<file path="config.mk">
export PLATFORM = sky130hd
export DESIGN_NAME = line_window_3x3
export DESIGN_NICKNAME = d
export VERILOG_FILES = /design/src/common/conv_pkg.sv /design/src/rtl/cnn_fifo_delay.sv /design/src/window/line_window_3x3.sv
export VERILOG_INCLUDE_DIRS = /design/src /design/src/common
export SDC_FILE = /design/constraint.sdc
export NUM_CORES = 1
export LEC_CHECK = 0
export ABC_AREA = 1
export CORE_UTILIZATION = 50
export DETAILED_ROUTE_END_ITERATION = 8
export DONT_BUFFER_PORTS = 1
export MAX_ROUTING_LAYER = met4
export PLACE_DENSITY = 0.63
export SKIP_LAST_GASP = 1
export SYNTH_ARGS = -nofsm -noshare
export SYNTH_HDL_FRONTEND = slang
export SYNTH_SLANG_ARGS = --single-unit
</file>
<file path="constraint.sdc">
create_clock -name clk -period 3.4 [get_ports clk]
set_clock_uncertainty 0.2 [all_clocks]
set_input_delay 0.17 -clock clk [delete_from_list [all_inputs] [get_ports clk]]
set_output_delay 0.17 -clock clk [all_outputs]
set_load 0.02 [all_outputs]
</file>
<file path="src/common/conv_settings.svh">
`ifndef CONV_SETTINGS_SVH
`define CONV_SETTINGS_SVH

////////////////////////////////////////
// Data path widths
////////////////////////////////////////

// Pixels and weights share one word size
`define CONV_DATA_WIDTH 16
// Nine 32-bit products need four guard bits
`define CONV_ACC_WIDTH 36

////////////////////////////////////////
// Kernel storage and frame geometry
////////////////////////////////////////

`define CONV_KERNEL_SIZE 9
`define CONV_KERNEL_DEPTH 4
`define CONV_IMG_WIDTH 8
`define CONV_IMG_HEIGHT 6

`endif

</file>
<file path="src/common/conv_pkg.sv">
`default_nettype none

`include "conv_settings.svh"

package conv_pkg;

	////////////////////////////////////////
	// Scalar data types
	////////////////////////////////////////

	// One signed pixel sample
	typedef logic signed [`CONV_DATA_WIDTH-1:0] pixel_t;

	// One signed kernel weight
	typedef logic signed [`CONV_DATA_WIDTH-1:0] weight_t;

	// Convolution result at full precision
	typedef logic signed [`CONV_ACC_WIDTH-1:0] acc_t;

	////////////////////////////////////////
	// Grouped types
	////////////////////////////////////////

	// Whole 3x3 kernel, index 0 is the top-left tap
	// and also the first weight sent
	typedef weight_t [`CONV_KERNEL_SIZE-1:0] kernel_t;

	// 3x3 pixel neighbourhood in the same raster order
	// as the kernel taps
	typedef pixel_t [`CONV_KERNEL_SIZE-1:0] window_t;

endpackage

`default_nettype wire

</file>
<file path="src/rtl/cnn_fifo_delay.sv">
`timescale 1ns/100ps
`default_nettype none

module cnn_fifo_delay #(
	parameter type payload_t = logic,
	parameter int  DEPTH     = 4
) (
	input  logic     clk,
	input  logic     reset,
	input  logic     write,
	input  logic     read,
	input  payload_t data_in,
	output payload_t data_out,
	output logic     full,
	output logic     empty
);

	localparam int PTR_W = (DEPTH > 1) ? $clog2(DEPTH) : 1;
	localparam int CNT_W = $clog2(DEPTH + 1);

	payload_t         mem [DEPTH];
	logic [PTR_W-1:0] wr_ptr;
	logic [PTR_W-1:0] rd_ptr;
	logic [CNT_W-1:0] count;
	logic             do_write;
	logic             do_read;

	// Circular pointer step, wraps at the last slot
	function automatic logic [PTR_W-1:0] next_ptr(input logic [PTR_W-1:0] ptr);
		return (ptr == PTR_W'(DEPTH - 1)) ? '0 : ptr + 1'b1;
	endfunction

	assign empty = (count == '0);
	assign full  = (count == CNT_W'(DEPTH));

	// A full FIFO still takes a write when a read frees a slot
	assign do_read  = read && !empty;
	assign do_write = write && (!full || do_read);

	always_ff @(posedge clk) begin
		if (reset) begin
			wr_ptr <= '0;
			rd_ptr <= '0;
			count  <= '0;
		end else begin
			if (do_write)
				wr_ptr <= next_ptr(wr_ptr);
			if (do_read)
				rd_ptr <= next_ptr(rd_ptr);
			case ({do_write, do_read})
				2'b10:   count <= count + 1'b1;
				2'b01:   count <= count - 1'b1;
				default: count <= count;
			endcase
		end
	end

	// Storage and registered read port
	always_ff @(posedge clk) begin
		if (do_write)
			mem[wr_ptr] <= data_in;
		if (do_read)
			data_out <= mem[rd_ptr];
	end

endmodule

`default_nettype wire

</file>
<file path="src/window/line_window_3x3.sv">
`timescale 1ns/100ps
`default_nettype none

`include "conv_settings.svh"

module line_window_3x3 (
	input  logic              clk,
	input  logic              reset,
	input  logic              pixel_valid,
	input  conv_pkg::pixel_t  pixel_in,
	output conv_pkg::window_t window,
	output logic              window_valid
);

	import conv_pkg::*;

	localparam int COL_W = $clog2(`CONV_IMG_WIDTH);
	localparam int ROW_W = $clog2(`CONV_IMG_HEIGHT);

	logic [COL_W-1:0] col_cnt;
	logic [ROW_W-1:0] row_cnt;
	logic             valid_d1;
	logic             valid_d2;
	logic             complete_d1;
	logic             row1_full;
	logic             row2_full;
	pixel_t           row1_out;
	pixel_t           row2_out;
	pixel_t           pix_d1;
	pixel_t           pix_d2;
	pixel_t           mid_d2;
	pixel_t           live [3];
	pixel_t           taps [3][2];

	////////////////////////////////////////
	// Row delay lines
	////////////////////////////////////////

	// Row above, one cycle after the strobe
	cnn_fifo_delay #(
		.payload_t (pixel_t),
		.DEPTH     (`CONV_IMG_WIDTH)
	) u_row1 (
		.clk      (clk),
		.reset    (reset),
		.write    (pixel_valid),
		.read     (pixel_valid && row1_full),
		.data_in  (pixel_in),
		.data_out (row1_out),
		.full     (row1_full),
		.empty    ()
	);

	// Two rows above, fed from the first line on the delayed strobe
	cnn_fifo_delay #(
		.payload_t (pixel_t),
		.DEPTH     (`CONV_IMG_WIDTH)
	) u_row2 (
		.clk      (clk),
		.reset    (reset),
		.write    (valid_d1),
		.read     (valid_d1 && row2_full),
		.data_in  (row1_out),
		.data_out (row2_out),
		.full     (row2_full),
		.empty    ()
	);

	////////////////////////////////////////
	// Position tracking
	////////////////////////////////////////

	always_ff @(posedge clk) begin
		if (reset) begin
			col_cnt      <= '0;
			row_cnt      <= '0;
			valid_d1     <= 1'b0;
			valid_d2     <= 1'b0;
			complete_d1  <= 1'b0;
			window_valid <= 1'b0;
		end else begin
			valid_d1     <= pixel_valid;
			valid_d2     <= valid_d1;
			complete_d1  <= pixel_valid && (col_cnt >= COL_W'(2)) && (row_cnt >= ROW_W'(2));
			window_valid <= complete_d1;
			if (pixel_valid) begin
				if (col_cnt == COL_W'(`CONV_IMG_WIDTH - 1)) begin
					col_cnt <= '0;
					row_cnt <= (row_cnt == ROW_W'(`CONV_IMG_HEIGHT - 1)) ? '0 : row_cnt + 1'b1;
				end else begin
					col_cnt <= col_cnt + 1'b1;
				end
			end
		end
	end

	////////////////////////////////////////
	// Window columns
	////////////////////////////////////////

	// Align current and middle rows with the second delay line
	always_ff @(posedge clk) begin
		if (pixel_valid)
			pix_d1 <= pixel_in;
		if (valid_d1) begin
			pix_d2 <= pix_d1;
			mid_d2 <= row1_out;
		end
	end

	// Newest column, top to bottom
	assign live[0] = row2_out;
	assign live[1] = mid_d2;
	assign live[2] = pix_d2;

	// Older columns move left once the newest one has been used
	always_ff @(posedge clk) begin
		if (valid_d2) begin
			for (int r = 0; r < 3; r++) begin
				taps[r][0] <= taps[r][1];
				taps[r][1] <= live[r];
			end
		end
	end

	always_comb begin
		for (int r = 0; r < 3; r++) begin
			window[3*r]     = taps[r][0];
			window[3*r + 1] = taps[r][1];
			window[3*r + 2] = live[r];
		end
	end

endmodule

`default_nettype wire
</file>
Word level (Yosys, flattened, before mapping)
Memory sizes are Yosys's and may differ from the RTL's. A register that Yosys moved wholly into a read port is not among the register bits.
Cells that the tools add are included.
{"block": "classes", "add_sub_neg": 10, "n_lt_le_gt_ge": 2, "eq_ne": 12, "n_mux": 14, "n_reduce_logical": 19}
{"operator": "adder 3 x 1 -> 3 bit, second input constant", "n": 6}
{"operator": "== test 3 bit, second input constant", "n": 6}
{"operator": "2-to-1 mux 3 bit", "n": 6}
{"operator": "case mux 4 bit (2 select lines)", "n": 2}
{"operator": "adder 4 x 1 -> 4 bit, second input constant", "n": 2}
{"operator": "== test 4 bit, second input constant", "n": 2}
{"operator": "logical AND 1 bit", "n": 8}
{"operator": "logical NOT 4 bit", "n": 2}
{"operator": "subtractor 4 x 1 -> 4 bit, second input constant", "n": 2}
{"operator": ">= comparator 3 x 2 -> 1 bit, second input constant", "n": 2}
{"operator": "2-to-1 mux 1 bit", "n": 6}
{"operator": "== test 2 x 1 -> 1 bit, second input constant", "n": 2}
{"operator": "== test 2 bit, second input constant", "n": 2}
{"operator": "logical NOT 1 bit", "n": 4}
{"operator": "nonzero test 2 bit", "n": 2}
{"operator": "logical OR 1 bit", "n": 2}
{"operator": "AND reduction 2 bit", "n": 1}
{"block": "totals", "regBits": 78, "mem_bits_rw": 352, "input_bits": 19, "output_inout_bits": 145, "wordCells": 75, "n_memories": 3}
{"name": "u_row1.mem", "depth": 8, "word_bits": 16, "rd": 1, "rd_ports_with_merged_regs": 1, "wr": 1, "line": "cnn_fifo_delay.sv:21", "source": "payload_t mem [DEPTH];"}
{"name": "u_row2.mem", "depth": 8, "word_bits": 16, "rd": 1, "rd_ports_with_merged_regs": 1, "wr": 1, "line": "cnn_fifo_delay.sv:21"}
{"name": "taps", "depth": 3, "word_bits": 32, "rd": 3, "rd_ports_with_merged_regs": 0, "wr": 3, "line": "line_window_3x3.sv:33", "source": "pixel_t taps [3][2];"}

Longest topological paths before layout
Gate-level depths: netlist of run 1.
{"block": "depth", "depth_word": 7, "ltp_mapped": 8, "mapped_depth_nobuf": 8}

By module
From an unflattened synthesis of run 1, not the netlist that was laid out.
{"block": "hier_totals", "hier_cells": 1250, "hier_area_um2": 17098.9}
{"mod": "cnn_fifo_delay (u_row2)", "n_inst": 1, "cells_per_inst": 545, "area_each_um2": 6228.5, "seq_area_each_um2": 4524.3}
{"mod": "cnn_fifo_delay (u_row1)", "n_inst": 1, "cells_per_inst": 509, "area_each_um2": 6139.6, "seq_area_each_um2": 4524.3}
{"mod": "line_window_3x3", "n_inst": 1, "cells_per_inst": 196, "area_each_um2": 4730.8, "seq_area_each_um2": 4524.3}

Least setup slack after synthesis of run 1
OpenSTA, ideal clock, no wires.
{"block": "synth_path", "path_type": "reg2reg", "from": "reg valid_d2", "to": "mem taps[0][0] (netlist name), enable pin", "setup_ns": 0.463, "arrival_ns": 2.372, "t_required_ns": 2.737, "path_slack_ns": 0.365, "stages_incl_launch_ff": 1, "path_buffers": 0, "period_less_slack_ns": 3.035, "path_cell_list": "dfxtp_1"}
{"item": "from (decl)", "line": "line_window_3x3.sv:23", "source": "logic valid_d2;"}
{"item": "from (signal assigned)", "line": "line_window_3x3.sv:83", "source": "valid_d2 <= valid_d1;"}
{"item": "to (decl)", "line": "line_window_3x3.sv:33"}

Final worst setup path of run 1
{"block": "layout_path", "from": "reg u_row1.wr_ptr[1]", "to": "reg u_row1.wr_ptr[1]"}
{"block": "layout_via", "elab_chain_cells": 2, "elab_cells_between_ends": 3, "classes_between": "add/sub (1); eq/ne (1); mux (1)"}
{"item": "from (decl)", "line": "cnn_fifo_delay.sv:22", "source": "logic [PTR_W-1:0] wr_ptr;"}
{"item": "from (signal assigned)", "line": "cnn_fifo_delay.sv:47", "source": "wr_ptr <= next_ptr(wr_ptr);"}
{"item": "adder 3 x 1 -> 3 bit / == test 3 bit (equally long branches)", "line": "cnn_fifo_delay.sv:30", "source": "return (ptr == PTR_W'(DEPTH - 1)) ? '0 : ptr + 1'b1;"}
{"item": "2-to-1 mux 3 bit *", "line": "cnn_fifo_delay.sv:30"}
Every way passes the cells marked *; elsewhere a longest branch is shown, timed or not.
A chain may end at the register's enable or synchronous reset.

==> run_results.csv, run 1 <==
group,metric,value,unit
global_route,antenna_found_initial,4,
sta,hold_ws,133,ps
final_layout,fin_area,19400,um2
synth,yosysWarnings,0,
sta,relSlewSlack,38.1,%
run,max_cap_violations,0,
detailed_routing,drt_pre_antenna_iters,5,
power_and_ir_drop,power_density,629,nW/um2
power_and_ir_drop,leakagePower,0.00691,uW
synth,syn_inst,1231,
final_layout,final_cell_mix,"edfxtp_1 (432), nor2_1 (296), nand2_1 (193)",
sta,fmax,413,MHz
sta,period_share,71.1,%
clocking,cts_tree,"built",
setup_path,cp.required,3700,ps
die,die_height,186,um
detailed_routing,wl_per_cell,18.2,um
clocking,cts_buffer_depth,3,
detailed_routing,drc,0,
clocking,cts_hold_buf,22,
global_route,grt_max_degree,72,
sta,period_needed,2420,ps
clocking,post-cts-setup-buffers,0,
global_route,grt_usage,19.7,%
setup_path,startpoint_type,"flip-flop",
detailed_routing,num_vias,9136,
setup_path,worstSetupPathType,"reg2reg",
setup_path,worst-path-max-fanout,5,
global_route,overflow,0,
placement,port_buffers,0,
global_route,grt_pass1_vias,8596,
clocking,cts_inserted_buffers,47,
detailed_routing,antenna_left,0,
setup_path,cp_data_arrival_time,2720,ps
die,pin_count,164,
sta,hold_viol,0,
synth,ys_seq_area_share,80.0,%
die,initial_core_util,50.7,%
final_layout,layout.cells.most_common,"edfxtp_1",
die,dieArea,34700,um2
detailed_routing,wirelength,32400,um
status,status,"finished, final reports clean",
global_route,grt_pass1_wl,48700,um
synth,synth_top_area_share,76.4,%
synth,syn_avg_cell_area,13.8,um2
clocking,clkLatencyLatePin,570,ps
hold_path,hp-class,"in2reg",
final_layout,fillerInstances,2597,
sta,tightest_slew,927,ps
die,core,33400,um2
placement,dpl.hpwl,18600,um
sta,rsz0062_at_grt,"no",
clocking,h-tree-depth,2,
clocking,clock_sinks,462,
placement,place_congestion,0.764,
clocking,path_clk_slew,60,ps
final_layout,fin_util,57.9,%
detailed_routing,viasPerCell,5.15,
synth,syn-cell-area,17000,um2
die,num_rows,67,
detailed_routing,drt_iter0_drc,726,
synth,ys_top_cells_by_area,"edfxtp_1 (76%), nor2_1 (6.5%), nand2_1 (4.3%)",
sta,finalMaxSlewViolations,0,
final_layout,nets,1320,
setup_path,end_kind,"flip-flop",
clocking,post_cts_resized,0,
synth,synth.distinct_cells,22,
power_and_ir_drop,vdd_drop_max,0.366,mV
clocking,cts_root_buffer,"clkbuf_16",
final_layout,drive_above_1_share,8.40,%
sta,setup_violations,0,
placement,dpl_cell_area,17500,um2
synth,synth_top_cell_by_area,"edfxtp_1",
sta,fin_setup_tns,0,ps
die,die_w,186,um
synth,ys_ff_latch,462,
final_layout,areaGrowthSynthToFinish,14.2,%
## worst max-delay path: stages, from the launching register on
cell	delay, ps
dfxtp_1	350
ha_1	220
ha_1	180
inv_1	70
nand3_1	60
dlygate4sd3_1	560
a21oi_1	140
dlygate4sd3_1	580
## registers in the layout, indices dropped and copies added (netlist names), 4 cells and up
signal and cells:
pix_d2 16, u_row2.mem 128, pix_d1 16, u_row2.data_out 16
u_row1.data_out 16, u_row1.mem 128, taps 96, u_row2.count 4
mid_d2 16, u_row1.count 4
## final timing paths
path	from	end	slack, ps	cells past startpoint
setup / recovery	u_row1.wr_ptr[1]	u_row1.wr_ptr[1]	980	7
hold / removal	pixel_valid	col_cnt[1]	130	3
setup reg to reg	u_row1.wr_ptr[1]	u_row1.wr_ptr[1]	980	7
hold reg to reg	complete_d1	window_valid	210	2
## final cells by class
type / instances / area [um2] / share of cell area, %
timing repair buffer: 56 / 510 / 2.63
inverter: 32 / 120 / 0.620
clock buffer: 69 / 1350 / 6.97
multi-input combinational: 686 / 2950 / 15.2
clock inverter: 17 / 290 / 1.50
tap: 448 / 561 / 2.89
antenna: 4 / 10.0 / 0.0517
sequential: 462 / 13600 / 70.1
## per-stage QoR
step / instances / setup slack (ps) / power [uW]
floorplan: 1232 / 365 / 6760
global placement: 1662 / 1300 / 6840
detailed placement: 1662 / 1280 / 6850
CTS: 1770 / 1040 / 12300
global route: 1774 / 907 / 12600
finish: 1774 / 981 / 12200
## logic make-up after synthesis
group / share of synthesized area [%]
flip-flops: 80.0
AND/OR/NAND/NOR: 11.1
AO/OA/AOI/OAI: 4.97
buffers and inverters: 2.65
XOR/XNOR: 0.103
adder cells (fa/ha/maj): 1.18
other: 0.0221
## Yosys cell counts
library cell and count:
a211oi_1 1, a21oi_1 21, buf_1 2, buf_2 18
buf_4 8, buf_6 10, clkbuf_1 9, clkbuf_2 5
clkinv_1 2, conb_1 1, dfxtp_1 30, edfxtp_1 432
ha_1 16, inv_1 28, inv_2 2, nand2_1 193
nand3_1 7, nand4_1 2, nor2_1 296, o21ai_0 35
o21ai_1 111, xor2_1 2
## routing by layer
| metal | up-vias | track usage, % | part of all wire, % |
|---|---|---|---|
| met4 | 0 | 7.05 | 2.6 |
| met2 | 279 | 32.1 | 48 |
| met1 | 4379 | 23.7 | 42 |
| met5 | - | - | 0 |
| met3 | 59 | 5.16 | 7.4 |
| li1 | 4419 | - | - |
## power by group
group | internal, uW | switching, uW
combinational | 94.7 | 211
clock | 3360 | 2040
sequential | 6350 | 131
total | 9800 | 2380
Note: power is estimated with default switching activity, not from simulation.
==> inputs of run 2 (changes only) <==
- PLACE_DENSITY: 0.63 -> 0.66
- clock period: 3.4 -> 2 ns (I/O delays scaled with it)
==> run_results.csv, run 2 (same netlist as run 1, synthesis figures left out) <==
group,metric,value,unit
setup_path,crit_start,"col_cnt[0]",
setup_path,crit_top_cell,"ha_1",
global_route,use_met2,32.1,%
setup_path,end_kind,"flip-flop",
global_route,grt_pass1_vias,8925,
power_and_ir_drop,leakagePower,0.00689,uW
hold_path,hp-class,"in2reg",
setup_path,path_delay_family,"buffers and inverters",
final_layout,areaGrowthSynthToFinish,13.9,%
setup_path,timing.rr.start,"col_cnt[0]",
clocking,cts_tree,"built",
hold_path,holdPathStages,1,
sta,finalMaxSlewViolations,0,
placement,dpl.hpwl,18900,um
final_layout,drive_above_1_share,9.21,%
detailed_routing,drt_iter0_drc,877,
die,initial_core_util,50.7,%
final_layout,fillerInstances,2566,
detailed_routing,wirelength,32100,um
sta,fmax,545,MHz
clocking,cts_inserted_buffers,46,
setup_path,worstSetupPathType,"reg2reg",
setup_path,cp_slowest_cell,"dlygate4sd3_1",
setup_path,crit_buf_inv,2,
run,max_cap_violations,0,
power_and_ir_drop,vdd_drop_max,0.712,mV
global_route,overflow,0,
global_route,grt_pass1_wl,49400,um
final_layout,nets,1327,
placement,place_congestion,0.788,
setup_path,cp_data_arrival_time,2120,ps
sta,hold_viol,0,
setup_path,crit_chain,"ha_1, ha_1, inv_1, nand3_1, dlygate4sd3_1, a21oi_1",
setup_path,worst-path-max-fanout,3,
detailed_routing,num_vias,9153,
global_route,antenna_found_initial,1,
final_layout,multi_input_area,2970,um2
detailed_routing,wl_per_cell,18.1,um
clocking,cts_buffer_depth,3,
die,pin_count,164,
final_layout,fin_area,19300,um2
setup_path,r2r_slack,160,ps
clocking,clkLatencyLatePin,580,ps
final_layout,largestRegisters,"u_row1.mem (128), u_row2.mem (128), taps (96)",
final_layout,fin_util,57.8,%
global_route,top_usage_layer,"met2",
global_route,grtUsageMet1,23.8,%
clocking,h-tree-depth,2,
setup_path,r2r_end,"col_cnt[1]",
hold_path,min_to,"u_row1.mem[3][12]",
sta,tightest_slew,575,ps
setup_path,max_stage_delay,580,ps
hold_path,hold_start,"pixel_in[12]",
setup_path,rr_worst_depth,6,
die,core,33400,um2
setup_path,startpoint_type,"flip-flop",
global_route,grt_max_degree,66,
sta,relSlewSlack,61.6,%
sta,period_needed,1840,ps
die,die_height,186,um
global_route,grt_usage,19.6,%
die,dieArea,34700,um2
clocking,path_clk_slew,60,ps
status,status,"finished, final reports clean",
power_and_ir_drop,power_density,1040,nW/um2
detailed_routing,drc,0,
placement,dpl_cell_area,17600,um2
detailed_routing,antenna_left,0,
setup_path,cp.required,2280,ps
sta,setup_violations,0,
die,num_rows,67,
clocking,cts_hold_buf,20,
global_route,met3_usage,4.69,%
sta,period_share,91.8,%
clocking,post-cts-setup-buffers,0,
final_layout,final_cell_mix,"edfxtp_1 (432), nor2_1 (288), nand2_1 (193)",
detailed_routing,drt_pre_antenna_iters,5,
clocking,post_cts_resized,0,
final_layout,layout.cells.most_common,"edfxtp_1",
sta,fin_setup_tns,0,ps
die,die_w,186,um
placement,port_buffers,0,
final_layout,seq_area,13600,um2
clocking,clock_sinks,462,
detailed_routing,viasPerCell,5.16,
sta,rsz0062_at_grt,"no",
clocking,cts_root_buffer,"clkbuf_16",
[run 2: changes by cell type in the layout (fill, tap and decap cells not counted), sizes merged, moves of 2 or more]
cell and delta:
clkinv +10, bufinv -2, diode -3, clkbuf -14, buf +10, dlygate4sd3 -2
[run 2: worst max-delay path by stage]
stage,end,slack [ps],cells past startpoint
3_5_place_dp,u_row2.data_out[2],220,5
2_1_floorplan,u_row2.mem[1][0],-100,2
5_1_grt,col_cnt[1],70,6
6_report,col_cnt[1],160,6
3_3_place_gp,u_row2.data_out[3],250,5
4_1_cts,col_cnt[1],200,6
[run 2: final cells by class]
cell class                      count  area share, %
Multi-Input combinational cell    686           15.4
Clock buffer                       55           6.18
Antenna cell                        1         0.0129
Clock inverter                     25           1.48
Inverter                           32          0.621
Tap cell                          448           2.90
Timing Repair Buffer               64           3.18
Sequential cell                   462           70.2
[run 2: where the power goes]
group	internal [uW]	leakage (uW)	switching (uW)
combinational	167	0.00197	368
clock	5030	0.000726	3470
sequential	10800	0.00419	217
total	16000	0.00689	4050
[run 2: worst register-to-register path: stages, from the launching register on]
cell           delay [ps]
dfxtp_1               330
ha_1                  200
ha_1                  190
inv_1                  70
nand3_1                70
dlygate4sd3_1         580
a21oi_1               130
[run 2: through the flow]
step / total power, uW / setup slack [ps] / hold slack, ps / instances
3_5_place_dp: 11700 / 215 / -33.1 / 1672
2_1_floorplan: 11500 / -101 / -1.13 / 1232
4_1_cts: 20200 / 195 / 147 / 1772
5_1_grt: 20700 / 72.1 / 169 / 1773
6_report: 20000 / 164 / 165 / 1773
3_3_place_gp: 11600 / 247 / -29.5 / 1672
[run 2: per-layer routing]
layer  vias to the layer above  wire length [um]
met5                         -                 0
met4                         0               654
met3                        51              2210
met2                       261             15900
met1                      4429             13400
li1                       4412                 -
