File: src/common/conv_settings.svh
`ifndef CONV_SETTINGS_SVH
`define CONV_SETTINGS_SVH

////////////////////////////////////////
// Data path widths
////////////////////////////////////////

// Pixels and weights share one word size
`define CONV_DATA_WIDTH 16
// Nine 32-bit products need four guard bits
`define CONV_ACC_WIDTH 36

////////////////////////////////////////
// Kernel storage and frame geometry
////////////////////////////////////////

`define CONV_KERNEL_SIZE 9
`define CONV_KERNEL_DEPTH 4
`define CONV_IMG_WIDTH 8
`define CONV_IMG_HEIGHT 6

`endif

File: src/common/conv_pkg.sv
`default_nettype none

`include "conv_settings.svh"

package conv_pkg;

	////////////////////////////////////////
	// Scalar data types
	////////////////////////////////////////

	// One signed pixel sample
	typedef logic signed [`CONV_DATA_WIDTH-1:0] pixel_t;

	// One signed kernel weight
	typedef logic signed [`CONV_DATA_WIDTH-1:0] weight_t;

	// Convolution result at full precision
	typedef logic signed [`CONV_ACC_WIDTH-1:0] acc_t;

	////////////////////////////////////////
	// Grouped types
	////////////////////////////////////////

	// Whole 3x3 kernel, index 0 is the top-left tap
	// and also the first weight sent
	typedef weight_t [`CONV_KERNEL_SIZE-1:0] kernel_t;

	// 3x3 pixel neighbourhood in the same raster order
	// as the kernel taps
	typedef pixel_t [`CONV_KERNEL_SIZE-1:0] window_t;

endpackage

`default_nettype wire

File: src/rtl/cnn_fifo_delay.sv
`timescale 1ns/100ps
`default_nettype none

module cnn_fifo_delay #(
	parameter type payload_t = logic,
	parameter int  DEPTH     = 4
) (
	input  logic     clk,
	input  logic     reset,
	input  logic     write,
	input  logic     read,
	input  payload_t data_in,
	output payload_t data_out,
	output logic     full,
	output logic     empty
);

	localparam int PTR_W = (DEPTH > 1) ? $clog2(DEPTH) : 1;
	localparam int CNT_W = $clog2(DEPTH + 1);

	payload_t         mem [DEPTH];
	logic [PTR_W-1:0] wr_ptr;
	logic [PTR_W-1:0] rd_ptr;
	logic [CNT_W-1:0] count;
	logic             do_write;
	logic             do_read;

	// Circular pointer step, wraps at the last slot
	function automatic logic [PTR_W-1:0] next_ptr(input logic [PTR_W-1:0] ptr);
		return (ptr == PTR_W'(DEPTH - 1)) ? '0 : ptr + 1'b1;
	endfunction

	assign empty = (count == '0);
	assign full  = (count == CNT_W'(DEPTH));

	// A full FIFO still takes a write when a read frees a slot
	assign do_read  = read && !empty;
	assign do_write = write && (!full || do_read);

	always_ff @(posedge clk) begin
		if (reset) begin
			wr_ptr <= '0;
			rd_ptr <= '0;
			count  <= '0;
		end else begin
			if (do_write)
				wr_ptr <= next_ptr(wr_ptr);
			if (do_read)
				rd_ptr <= next_ptr(rd_ptr);
			case ({do_write, do_read})
				2'b10:   count <= count + 1'b1;
				2'b01:   count <= count - 1'b1;
				default: count <= count;
			endcase
		end
	end

	// Storage and registered read port
	always_ff @(posedge clk) begin
		if (do_write)
			mem[wr_ptr] <= data_in;
		if (do_read)
			data_out <= mem[rd_ptr];
	end

endmodule

`default_nettype wire

File: src/weight_buffer/conv_3x3_buffer_weights.sv
`timescale 1ns/100ps
`default_nettype none

`include "conv_settings.svh"

module conv_3x3_buffer_weights (
	input  logic              clk,
	input  logic              reset,
	input  logic              weight_valid,
	input  logic              load_weights,
	input  conv_pkg::weight_t weight_in,
	output conv_pkg::kernel_t kernel,
	output logic              weights_ready
);

	import conv_pkg::*;

	logic    kernel_write;
	kernel_t kernel_data;
	kernel_t fifo_kernel;
	logic    kernel_empty;
	logic    load_hit;

	kernel_weight_loader u_loader (
		.clk          (clk),
		.reset        (reset),
		.weight_valid (weight_valid),
		.weight_in    (weight_in),
		.kernel_write (kernel_write),
		.kernel_data  (kernel_data)
	);

	// Queue of complete kernels waiting to become active
	cnn_fifo_delay #(
		.payload_t (kernel_t),
		.DEPTH     (`CONV_KERNEL_DEPTH)
	) u_kernel_fifo (
		.clk      (clk),
		.reset    (reset),
		.write    (kernel_write),
		.read     (load_weights),
		.data_in  (kernel_data),
		.data_out (fifo_kernel),
		.full     (),
		.empty    (kernel_empty)
	);

	////////////////////////////////////////
	// Active kernel register
	////////////////////////////////////////

	// FIFO data shows up one cycle after the read
	always_ff @(posedge clk) begin
		if (reset) begin
			load_hit      <= 1'b0;
			weights_ready <= 1'b0;
		end else begin
			load_hit <= load_weights && !kernel_empty;
			if (load_hit)
				weights_ready <= 1'b1;
		end
	end

	always_ff @(posedge clk) begin
		if (load_hit)
			kernel <= fifo_kernel;
	end

endmodule

`default_nettype wire

File: src/weight_buffer/kernel_weight_loader.sv
`timescale 1ns/100ps
`default_nettype none

`include "conv_settings.svh"

module kernel_weight_loader (
	input  logic              clk,
	input  logic              reset,
	input  logic              weight_valid,
	input  conv_pkg::weight_t weight_in,
	output logic              kernel_write,
	output conv_pkg::kernel_t kernel_data
);

	localparam int CNT_W = $clog2(`CONV_KERNEL_SIZE);

	logic [CNT_W-1:0] weight_cnt;
	logic             group_done;

	// Ninth weight of the current group is being accepted
	assign group_done = weight_valid && (weight_cnt == CNT_W'(`CONV_KERNEL_SIZE - 1));

	////////////////////////////////////////
	// Shift chain
	////////////////////////////////////////

	// New weights enter at the top index and walk down,
	// so the first weight of a group settles at index 0
	always_ff @(posedge clk) begin
		if (weight_valid) begin
			for (int i = 0; i < `CONV_KERNEL_SIZE - 1; i++) begin
				kernel_data[i] <= kernel_data[i+1];
			end
			kernel_data[`CONV_KERNEL_SIZE-1] <= weight_in;
		end
	end

	////////////////////////////////////////
	// Group counter and write strobe
	////////////////////////////////////////

	always_ff @(posedge clk) begin
		if (reset) begin
			weight_cnt   <= '0;
			kernel_write <= 1'b0;
		end else begin
			kernel_write <= group_done;
			if (group_done)
				weight_cnt <= '0;
			else if (weight_valid)
				weight_cnt <= weight_cnt + 1'b1;
		end
	end

endmodule

`default_nettype wire

File: config.mk
export PLATFORM = sky130hd
export DESIGN_NAME = conv_3x3_buffer_weights
export DESIGN_NICKNAME = d
export VERILOG_FILES = /design/src/common/conv_pkg.sv /design/src/rtl/cnn_fifo_delay.sv /design/src/weight_buffer/conv_3x3_buffer_weights.sv /design/src/weight_buffer/kernel_weight_loader.sv
export VERILOG_INCLUDE_DIRS = /design/src /design/src/common
export SDC_FILE = /design/constraint.sdc
export NUM_CORES = 1
export LEC_CHECK = 0
export BUFFER_PORTS_ARGS = -buffer_cell sky130_fd_sc_hd__buf_4
export CAP_MARGIN = 15
export CORE_UTILIZATION = 60
export DETAILED_ROUTE_END_ITERATION = 10
export PLACE_DENSITY = 0.84
export SYNTH_ARGS = -nofsm -noshare
export SYNTH_HDL_FRONTEND = slang
export SYNTH_HIERARCHICAL = 1
export SYNTH_SLANG_ARGS = --single-unit
File: constraint.sdc
create_clock -name clk -period 6.45 [get_ports clk]
set_clock_uncertainty 0.05 [all_clocks]
set_input_delay 0.3225 -clock clk [delete_from_list [all_inputs] [get_ports clk]]
set_output_delay 0.3225 -clock clk [all_outputs]
set_load 0.02 [all_outputs]
Word level (Yosys, flattened, before mapping)
Memory sizes are Yosys's and may differ from the RTL's. A register that Yosys moved wholly into a read port is not among the register bits.
Index checks and enable logic that the tools add are counted.

operators by class
  equal/unequal tests = 6
  multiplexer cells = 5
  div/mod/pow operators = 0
  multiply operators = 0
  add/sub/neg operators = 5
  shift operators = 0
  order comparisons = 0
  reduce and logical (&&, ||, !) cells = 9
  bitwise logic cells = 0

operators with widths
  kind                                                                   count
  2-bit equality test, second input constant                             3
  3-bit case mux with 2 select lines                                     1
  2-bit by 1-bit adder with 2-bit output, second input constant          2
  4-bit by 1-bit adder with 4-bit output, second input constant          1
  4-bit equality test, second input constant                             1
  2-bit two-way mux                                                      2
  3-bit by 1-bit adder with 3-bit output, second input constant          1
  3-bit equality test, second input constant                             1
  1-bit logical AND                                                      3
  3-bit zero test                                                        1
  3-bit by 1-bit subtractor with 3-bit output, second input constant     1
  2-bit by 1-bit equality test with 1-bit output, second input constant  1
  1-bit zero test                                                        2
  1-bit two-way mux                                                      2
  2-bit nonzero test                                                     1
  2-bit OR reduction                                                     1
  1-bit logical OR                                                       1

word-level totals
  bits in registers = 302
  input port bits = 20
  latch bits = 0
  bits in writable memories = 576
  memories kept = 1
  ROM bits = 0
  logic and storage cells = 51

memories
  name               depth  width  read ports  clocked after memory_dff  wr ports  line                  source
  u_kernel_fifo.mem  4      144    1           1                         1         cnn_fifo_delay.sv:21  payload_t mem [DEPTH];

Longest topological paths before layout
Gate-level depths: netlist of run 1.

  depth in word-level cells = 7
  mapped depth = 8
  mapped depth without buffers = 7

Modules after synthesis
Netlist of run 1, hierarchy kept.

modules (own cells, without submodules)
  module                   area an instance (µm²)  cells each  seq. area each (µm²)  times used
  cnn_fifo_delay           25505.7                 955         21760.9               1
  kernel_weight_loader     4548.1                  166         4424.2                1
  conv_3x3_buffer_weights  4381.7                  148         4364.2                1

Worst setup path after synthesis of run 1
OpenSTA, ideal clock, no wires.

  kind = reg2reg
  start = register u_kernel_fifo.count[1]
  end = memory u_kernel_fifo/mem[0][0] (netlist bit), enable pin
  period minus slack after synthesis = 4.717 ns
  path slack = 1.733 ns
  cell stages (with the launch flop) = 4
  buffers on the path = 0
  arrival time = 4.147 ns
  data required time = 5.879 ns
  cell sequence = dfxtp_1 -> nor4b_1 -> nor2_1 -> and2_1

between the ends
  longest elaborated chain between the ends = 7
  elaborated cells between the ends (all ways) = 9
  classes of those cells = eq/ne: 1; mux: 2; reduce/logical: 6

RTL lines
  what                                         line                  source
  start, declared                              cnn_fifo_delay.sv:24  logic [CNT_W-1:0] count;
  start signal, assigned                       cnn_fifo_delay.sv:51  2'b10: count <= count + 1'b1;
  start signal, assigned                       cnn_fifo_delay.sv:52  2'b01: count <= count - 1'b1;
  start signal, assigned                       cnn_fifo_delay.sv:53  default: count <= count;
  3-bit zero test                              cnn_fifo_delay.sv:33  assign empty = (count == '0);
  1-bit zero test                              cnn_fifo_delay.sv:37  assign do_read = read && !empty;
  1-bit logical AND                            cnn_fifo_delay.sv:37
  1-bit logical OR (*)                         cnn_fifo_delay.sv:38  assign do_write = write && (!full || do_read);
  1-bit logical AND (*)                        cnn_fifo_delay.sv:38
  1-bit two-way mux (*)                        cnn_fifo_delay.sv:60  if (do_write)
  1-bit two-way mux (not written as such) (*)  cnn_fifo_delay.sv:61  mem[wr_ptr] <= data_in;
  end, declared                                cnn_fifo_delay.sv:21

Mark *: on every way between the ends. The rest lies on a longest branch, timed or not.

Final worst setup path of run 1
  start = register u_kernel_fifo.count[0]
  end = memory u_kernel_fifo/mem[2][89] (netlist bit), enable pin

The elaborated chain is that of the path after synthesis.

==> results of run 1 <==
## placed cells by master (no fill, tap or decap), types with 4 or more instances in the layout
cell type / instances
sky130_fd_sc_hd__inv_1: 8
sky130_fd_sc_hd__buf_4: 177
sky130_fd_sc_hd__xor2_1: 4
sky130_fd_sc_hd__and2_4: 4
sky130_fd_sc_hd__clkbuf_1: 13
sky130_fd_sc_hd__clkinv_2: 18
sky130_fd_sc_hd__bufinv_16: 13
sky130_fd_sc_hd__clkbuf_16: 94
sky130_fd_sc_hd__nor2_1: 14
sky130_fd_sc_hd__dfxtp_1: 11
sky130_fd_sc_hd__clkinvlp_4: 9
sky130_fd_sc_hd__ha_1: 7
sky130_fd_sc_hd__nand2_1: 4
sky130_fd_sc_hd__clkinv_1: 14
sky130_fd_sc_hd__edfxtp_1: 1008
sky130_fd_sc_hd__dlygate4sd3_1: 18
sky130_fd_sc_hd__mux4_2: 144
## repair_timing
| item | CTS | global route |
|---|---|---|
| hold buffers | 18 | 0 |
| endpoints found under the hold margin | 25 | 0 |
| buffers inserted | 0 | 0 |
## per-layer routing
| metal | wire length, um | global-route usage, % | up-vias | share of wire (%) |
|---|---|---|---|---|
| li1 | - | - | 5864 | - |
| met1 | 26060 | 30.93 | 7451 | 38 |
| met2 | 37010 | 41.89 | 669 | 53 |
| met3 | 4223 | 4.218 | 111 | 6.1 |
| met4 | 2172 | 9.423 | 0 | 3.1 |
| met5 | 0 | 0 | - | 0 |
## worst max-delay path by stage
stage | from | endpoint | slack [ns] | cells after the start
floorplan | u_kernel_fifo/count[2] | u_kernel_fifo/mem[0][0] | 1.74 | 3
global placement | u_kernel_fifo/count[0] | u_kernel_fifo/mem[2][90] | 3.47 | 4
detailed placement | u_kernel_fifo/count[0] | u_kernel_fifo/mem[2][90] | 3.28 | 4
CTS | u_kernel_fifo/count[0] | u_kernel_fifo/mem[2][90] | 3.24 | 4
global route | u_kernel_fifo/count[0] | u_kernel_fifo/mem[2][91] | 3.14 | 4
finish | u_kernel_fifo/count[0] | u_kernel_fifo/mem[2][89] | 3.23 | 4
## worst max-delay path, delay by kind of cell, from the launching register on
family	cells	cell delay, ns
and+or+nand+nor	3	1.43
buffers and inverters	1	0.75
DFF	1	0.52
## area by class of cell
type	instances	area [sq um]
Sequential cell	1022	30560
Tap cell	756	945.9
Clock inverter	63	720.7
Clock buffer	107	2401
Timing Repair Buffer	197	1543
Inverter	9	38.79
Fill cell	3047	16580
Antenna cell	2	5.005
Multi-Input combinational cell	203	3700
## per-stage QoR
stage          cell area, sq um  setup WS, ns  hold slack, ns  std cells
6_report                  39910         3.232          0.3344       2359
5_1_grt                   39910         3.143          0.3231       2357
4_1_cts                   39910         3.237          0.3000       2357
3_5_place_dp              36610         3.283          0.3545       2169
3_3_place_gp              36610         3.472          0.3554       2169
2_1_floorplan             34430         1.737          0.3449       1268
## report_power, final
part           internal, uW  total, uW  switching [uW]  leakage (uW)
Combinational          26.3       65.8            39.5       0.00187
Sequential             7340       7420            81.6       0.00929
Clock                  3220       5640            2420       0.00151
Total                 10600      13100            2540        0.0127
## sequential cells by signal, summed over array words and instances (netlist names)
signal	cells
u_kernel_fifo/mem	576
kernel	144
u_kernel_fifo/data_out	144
u_loader/kernel_data	144
u_loader/weight_cnt	4
u_kernel_fifo/count	3
u_kernel_fifo/rd_ptr	2
u_kernel_fifo/wr_ptr	2
load_hit	1
u_loader/kernel_write	1
weights_ready	1
==> results.md, run 1 <==
- Setup repair after global routing left no endpoint under its margin.
- The class of the tightest hold or removal check is primary input to flop.
- The CTS tree is built.
- Measured along the y axis, the die boundary spans 241.6 um.
- The total of warnings raised by yosys is 6.
- The number of max-slew violations in the final report came to 0.
- The tool flagged a number of max-cap violations equal to 0.
- The total overflow reported by the global router is 0.
- The area of the die is 0.05835 sq mm.
- Clock-pin slew was measured on the worst setup and hold paths at 0.06 ns.
- The critical path in this run is classified as flop to flop.
- The startpoint of the lowest-slack hold path is weight_in[6].
- The worst max-slew margin expressed relative to the limit is 18.97%.
- In this run the static leakage power is 0.01267 uW.
- The share of the clock period used by the worst path after layout is 49.89%.
- The path with the worst hold slack has its endpoint at u_loader/kernel_data[134].
- The pin slew with the least headroom to its limit is 1.215 ns.
- Along the worst hold path, the cell count comes to 2.
- The count of port buffers added during placement is 164.
- In this run the core area contains 87 standard-cell rows.
- The detailed-route wire length per cell is 29.45 um.
- The insertion delay to the later sink of the worst-skew pair is 0.66 ns.
- The final RePlAce weighted congestion is 0.7310.
- In this run the clock root is driven by a sky130_fd_sc_hd__clkbuf_16.
- The detail route stage leaves a number of antenna-violating nets equal to 0.
- The region available for standard cell placement spans 0.05650 sq mm.
- The total CTS buffers is 93.
- For this configuration, the core starts out at a cell density of 60.94%.
- 165 I/O pins were placed.
- The flow ran to the end, and the final reports show no timing, DRC or antenna violations.
- The slowest stage of the critical path belongs to the cell sky130_fd_sc_hd__and2_4.
- The ratio of cells with drive above 1 in the final layout is 29.92%.
- Synthesis produced a netlist whose cell count is 1,268.
- The design draws 13,130 uW.
- In this run, post-CTS repair resized a total of 0 instances.
- After detailed routing, the number of vias per cell comes to 5.975.
- Dividing total power by cell area gives a power density of 329.0 mW/mm^2.
- STA classifies the critical path startpoint as a flop.
- For this run, the slowest stage of the critical path takes 0.88 ns.
- Counting every sink on the clock net gives 1,022.
- The clock passes through at most 3 buffers.
- The worst-path maximum fanout is 57.
- The first global-routing pass estimated 100,400 um of wire.
- The overall global routing resource usage is 24.23%.
- The setup check on the worst reg-to-reg path leaves a slack of 3.23 ns.
- The required time of the critical path is 6.66 ns.
- The final route contains 14,100 vias.
- The total negative slack for setup checks is 0 ns.
- From synthesis to final layout, the design area changed by 15.93%.
- The number of global-route vias before repair is 14,950.
- The layout net count is 1,554.
- The reg-to-reg critical path endpoint is u_kernel_fifo/mem[2][89].
- Data on the critical path arrives at its endpoint at 3.42 ns.
- The number of violations reported at the end of detailed-routing iteration 0 is 1,300.
- The mapped netlist covers 0.03443 sq mm.
- Setup violations remaining at the end of the flow were counted as 0.
- In the routed design, unresolved DRC markers number 0.
- In this run the critical register-to-register path is launched from u_kernel_fifo/count[0].
- STA classifies the critical path endpoint as a flop.
- The signal on the critical path passes through nor4b_1 -> nor2_1 -> and2_4 -> buf_4.
- Summed over all nets, the half-perimeter wirelength after detailed placement is 35,040 um.
- Entering global routing, the biggest net connects 120 pins.
- At the end of the flow the core is filled with cells to 70.65%.
- The mean post-synth cell area is 27.15 sq um.
- The net count after synthesis is 1,296.
- The minimum period implied by the final worst setup slack is 3.218 ns.
- The chip width is 241.6 um.
- The H-tree was split into 3 levels.
- VDD sags by at most 0.2503 mV.
- The timing-limited maximum frequency is 0.3108 GHz.
- The total count of hold-check failures in the final report is 0.
- The final wirelength is 69,470 um.
- The number of antenna violations at the first check in global routing is 0.
- The worst-case reg-to-reg path depth is 4.
- The number of optimization iterations in the first detailed-route pass is 7.
Note: power is estimated with default switching activity, not from simulation.
==> inputs of run 2 (changes only) <==
--- a/config.mk
+++ b/config.mk
@@ -6,6 +6,7 @@
 export SDC_FILE = /design/constraint.sdc
 export NUM_CORES = 1
 export LEC_CHECK = 0
+export ABC_AREA = 1
 export BUFFER_PORTS_ARGS = -buffer_cell sky130_fd_sc_hd__buf_4
 export CAP_MARGIN = 15
 export CORE_UTILIZATION = 60
==> constraint.sdc (replaced) <==
create_clock -name clk -period 3.1 [get_ports clk]
set_clock_uncertainty 0.05 [all_clocks]
set_input_delay 0.155 -clock clk [delete_from_list [all_inputs] [get_ports clk]]
set_output_delay 0.155 -clock clk [all_outputs]
set_load 0.02 [all_outputs]
==> results.md, run 2 <==
- Using the TritonRoute via totals, the vias-per-cell ratio works out to 6.158.
- Summed over all cells, the static leakage comes to 0.01340 uW.
- The number of antenna violations at the first check in global routing came to 0.
- The worst register-to-register path ends at u_kernel_fifo/data_out[11].
- The largest single stage delay on the critical path is 0.68 ns.
- The class of the tightest hold or removal check is primary input to flop.
- TritonCTS built the clock tree.
- The combined buffer and inverter count along the critical path is 2.
- The maximum number of pins on one net before global-route repair is 130.
- The register with the most flip-flops in the layout has 576 of them.
- In this run, synthesis inferred 1,008 flip-flops with an integrated enable.
- The worst reg-to-reg setup slack is 0.80 ns.
- Measured in cells, the most critical reg-to-reg path has a length of 5.
- The max-cap violation count is 0.
- The total count of hold-check failures in the final report is 0.
- The number of H-tree branching levels is 3.
- The clock reaches the later pin of the worst-skew pair after 0.65 ns.
- The number of global-route vias before repair is 18,450.
- The final wirelength is 74,880 um.
- 165 I/O pins were placed.
- The launch point of the critical path is u_kernel_fifo/count[0].
- Relative to the synthesized area, the layout overhead comes to 15.66%.
- The number of antenna diodes in the final layout is 0.
- Clock tree synthesis inserted a total of 92 buffers.
- The power after layout is 36,660 uW.
- u_kernel_fifo/mem holds more flip-flops than any other register.
- The number of max-slew violations in the final report is 0.
- The final route contains 18,390 vias.
- The worst setup path is launched from a flop.
- The run finished with clean final reports.
- The vertical die dimension is 243.7 um.
- Dividing the final minimum period by the clock period gives 74.11%.
- Based on the critical path, the design can be clocked at up to 0.4353 GHz.
- Grouping stages by cell kind, the critical path spends the most delay in buffers and inverters.
- In the global route stage, overall resource usage came out at 25.03%.
- The initial core utilization is 60.77%.
- The clock root buffer is sky130_fd_sc_hd__clkbuf_16.
- The number of nets in the synthesized netlist is 1,955.
- Routability-driven placement finished with a final weighted congestion of 0.7853.
- The floorplan has 88 rows.
- In this run the critical register-to-register path is launched from u_kernel_fifo/count[0].
- Data arrives at the worst endpoint at 2.62 ns.
- Counting buffers and inverters, the worst setup path is 5 cells deep.
- After synthesis, the mean cell area works out to 18.20 sq um.
- By count the netlist is led by 1,008 x sky130_fd_sc_hd__edfxtp_1, 304 x sky130_fd_sc_hd__nor2_1, 215 x sky130_fd_sc_hd__o21ai_0, 144 x sky130_fd_sc_hd__o22ai_1, 79 x sky130_fd_sc_hd__o21ai_1.
- The clock tree buffer depth is 3.
- The slowest stage of the critical path is the sky130_fd_sc_hd__clkinvlp_4 cell.
- In this run the worst setup path terminates at u_kernel_fifo/data_out[11].
- Setup violations remaining at the end of the flow were counted as 0.
- The worst max-slew margin expressed relative to the limit is 42.57%.
- STA classifies the critical path endpoint as a flop.
- After synthesis, the cell types taking the most area are sky130_fd_sc_hd__edfxtp_1 86%, sky130_fd_sc_hd__nor2_1 3.3%, sky130_fd_sc_hd__o21ai_0 3.1%, sky130_fd_sc_hd__o22ai_1 2.6%, sky130_fd_sc_hd__o21ai_1 1.1%.
- The die covers 0.05941 sq mm.
- The synthesized design spends more area on one cell type than any other, namely sky130_fd_sc_hd__edfxtp_1.
- In this run, distinct cell masters in the synthesized netlist total 27.
- The share of flip-flops with an asynchronous set or reset after synthesis is 0%.
- The HPWL after detailed placement is 38,320 um.
- The chip width is 243.7 um.
- The core region is 0.05770 sq mm.
- The total of flip-flops plus latches after synthesis is 1,022.
- The clock transition time at the flip-flop clock pins of the worst setup and hold paths is 0.07 ns.
- The first detailed-routing pass ran for 7 iterations.
- The sequential element share of the synthesized area is 87.13%.
- The worst-case IR drop observed on VDD is 0.8520 mV.
- The worst-path maximum fanout is 29.
- After synthesis the cells add up to 0.03506 sq mm.
- The ratio of cells with drive above 1 in the final layout is 16.43%.
- The critical path in this run is classified as flop to flop.
- The number of violations reported at the end of detailed-routing iteration 0 is 2,373.
- In this run, post-CTS repair resized a total of 0 instances.
- The share of the synthesized area in the top cell type is 86.33%.
- The total non-filler cell area in the finished layout is 0.04055 sq mm.
- Walking the worst path, the cells encountered are nor2_2 -> nand2_1 -> nand2_2 -> clkinvlp_4 -> buf_4.
- In the post-synthesis netlist, the cell with the most instances is sky130_fd_sc_hd__edfxtp_1.
- The wire length of the first global-routing pass is 110,200 um.
- After clock tree synthesis, the setup repair step added 0 buffers.
- Data on the critical path is required at its endpoint by 3.43 ns.
- The pin slew with the least headroom to its limit is 0.8614 ns.
- The most frequent standard cell in the layout excluding fill and tap cells is sky130_fd_sc_hd__edfxtp_1.
- The total overflow reported by the global router is 0.
- The number of filler instances in the final layout is 3,144.
- Counting I/O delays and the setup requirement, the final critical path takes 2.297 ns.
- The cell count after synthesis is 1,927.
- The layout net count is 2,173.
- Setup repair after global routing left no endpoint under its margin.
- The Yosys step of the flow raised 6 warnings.
- Once placement finished, the instance area stood at 0.03715 sq mm.
- The CTS sink count is 1,022.
- After detailed routing, the average wire length per cell comes to 25.07 um.
- The most used flip-flop cell after synthesis is sky130_fd_sc_hd__edfxtp_1.
- The count of port buffers added during placement is 164.
- The number of DRC violations after detailed routing is 0.
- Leaving out fill and tap cells, the most frequent cells in the layout are 1,008 x sky130_fd_sc_hd__edfxtp_1, 300 x sky130_fd_sc_hd__nor2_1, 215 x sky130_fd_sc_hd__o21ai_0, 182 x sky130_fd_sc_hd__buf_4, 144 x sky130_fd_sc_hd__o22ai_1.
- In this run the power density over the cells is 904.0 mW/mm^2.
- The detail route stage leaves a number of antenna-violating nets equal to 0.
run 2: worst min-delay path by stage:
stage                              from                         to  slack (ns)  cells after the start
after floorplan                   reset                   load_hit        0.16                      1
after global placement     weight_in[0]  u_loader/kernel_data[128]        0.28                      1
after detailed placement  weight_in[12]  u_loader/kernel_data[140]        0.28                      1
after CTS                 weight_in[12]  u_loader/kernel_data[140]        0.14                      2
after global routing      weight_in[10]  u_loader/kernel_data[138]        0.17                      2
final                     weight_in[15]  u_loader/kernel_data[143]        0.17                      2
run 2: power by group:
part           internal (uW)  total, uW  switching, uW  leakage (uW)
Sequential             17500      18400            911       0.00934
Combinational           1820       6400           4580       0.00251
Clock                   6860      11900           5020       0.00155
run 2: kinds of logic (layout without fill, tap and decap cells):
| kind of cell | count (synthesis) | after routing | synth area share, % |
|---|---|---|---|
| AOI/OAI and AO/OA | 446 | 446 | 6.887 |
| xor gates and xnor gates | 2 | 2 | 0.04997 |
| adders and majority gates | 8 | 8 | 0.3069 |
| buffers and inverters | 120 | 415 | 2.013 |
| DFF | 1022 | 1022 | 87.13 |
| and+or+nand+nor | 329 | 329 | 3.615 |
run 2: routing by layer:
layer,up-vias,GRT usage [%],share of wire (%)
li1,7836,-,-
met1,9106,32.37,36
met2,1269,43.04,52
met3,182,3.294,8.8
met4,0,10.55,3.7
met5,-,0,0
run 2: cell type report:
| type | count | area [sq um] | area share [%] |
|---|---|---|---|
| clock buffer | 108 | 2435 | 6.004 |
| clock inverter | 63 | 764.5 | 1.885 |
| inverter | 26 | 111.4 | 0.2746 |
| multi-input combinational | 785 | 3845 | 9.481 |
| sequential | 1022 | 30560 | 75.36 |
| tap | 765 | 957.2 | 2.360 |
| timing repair buffer | 218 | 1878 | 4.631 |
run 2: stage by stage:
step	hold slack, ns	instances	setup TNS, ns	worst slack, ns	util, %
after floorplan	0.1645	1927	-143.23	-0.2297	-
after global placement	0.2836	2796	0	0.9059	64.40
after detailed placement	0.2845	2796	0	0.8120	64.40
after CTS	0.1398	2987	0	0.8118	70.29
after global routing	0.1673	2987	0	0.7022	70.29
final	0.1714	2987	0	0.8027	70.29
run 2: timing repair:
item / 4_1_cts / 5_1_grt
hold buffers: 20 / 0
hold endpoints to repair: 78 / 0
setup endpoints to repair: 0 / 0
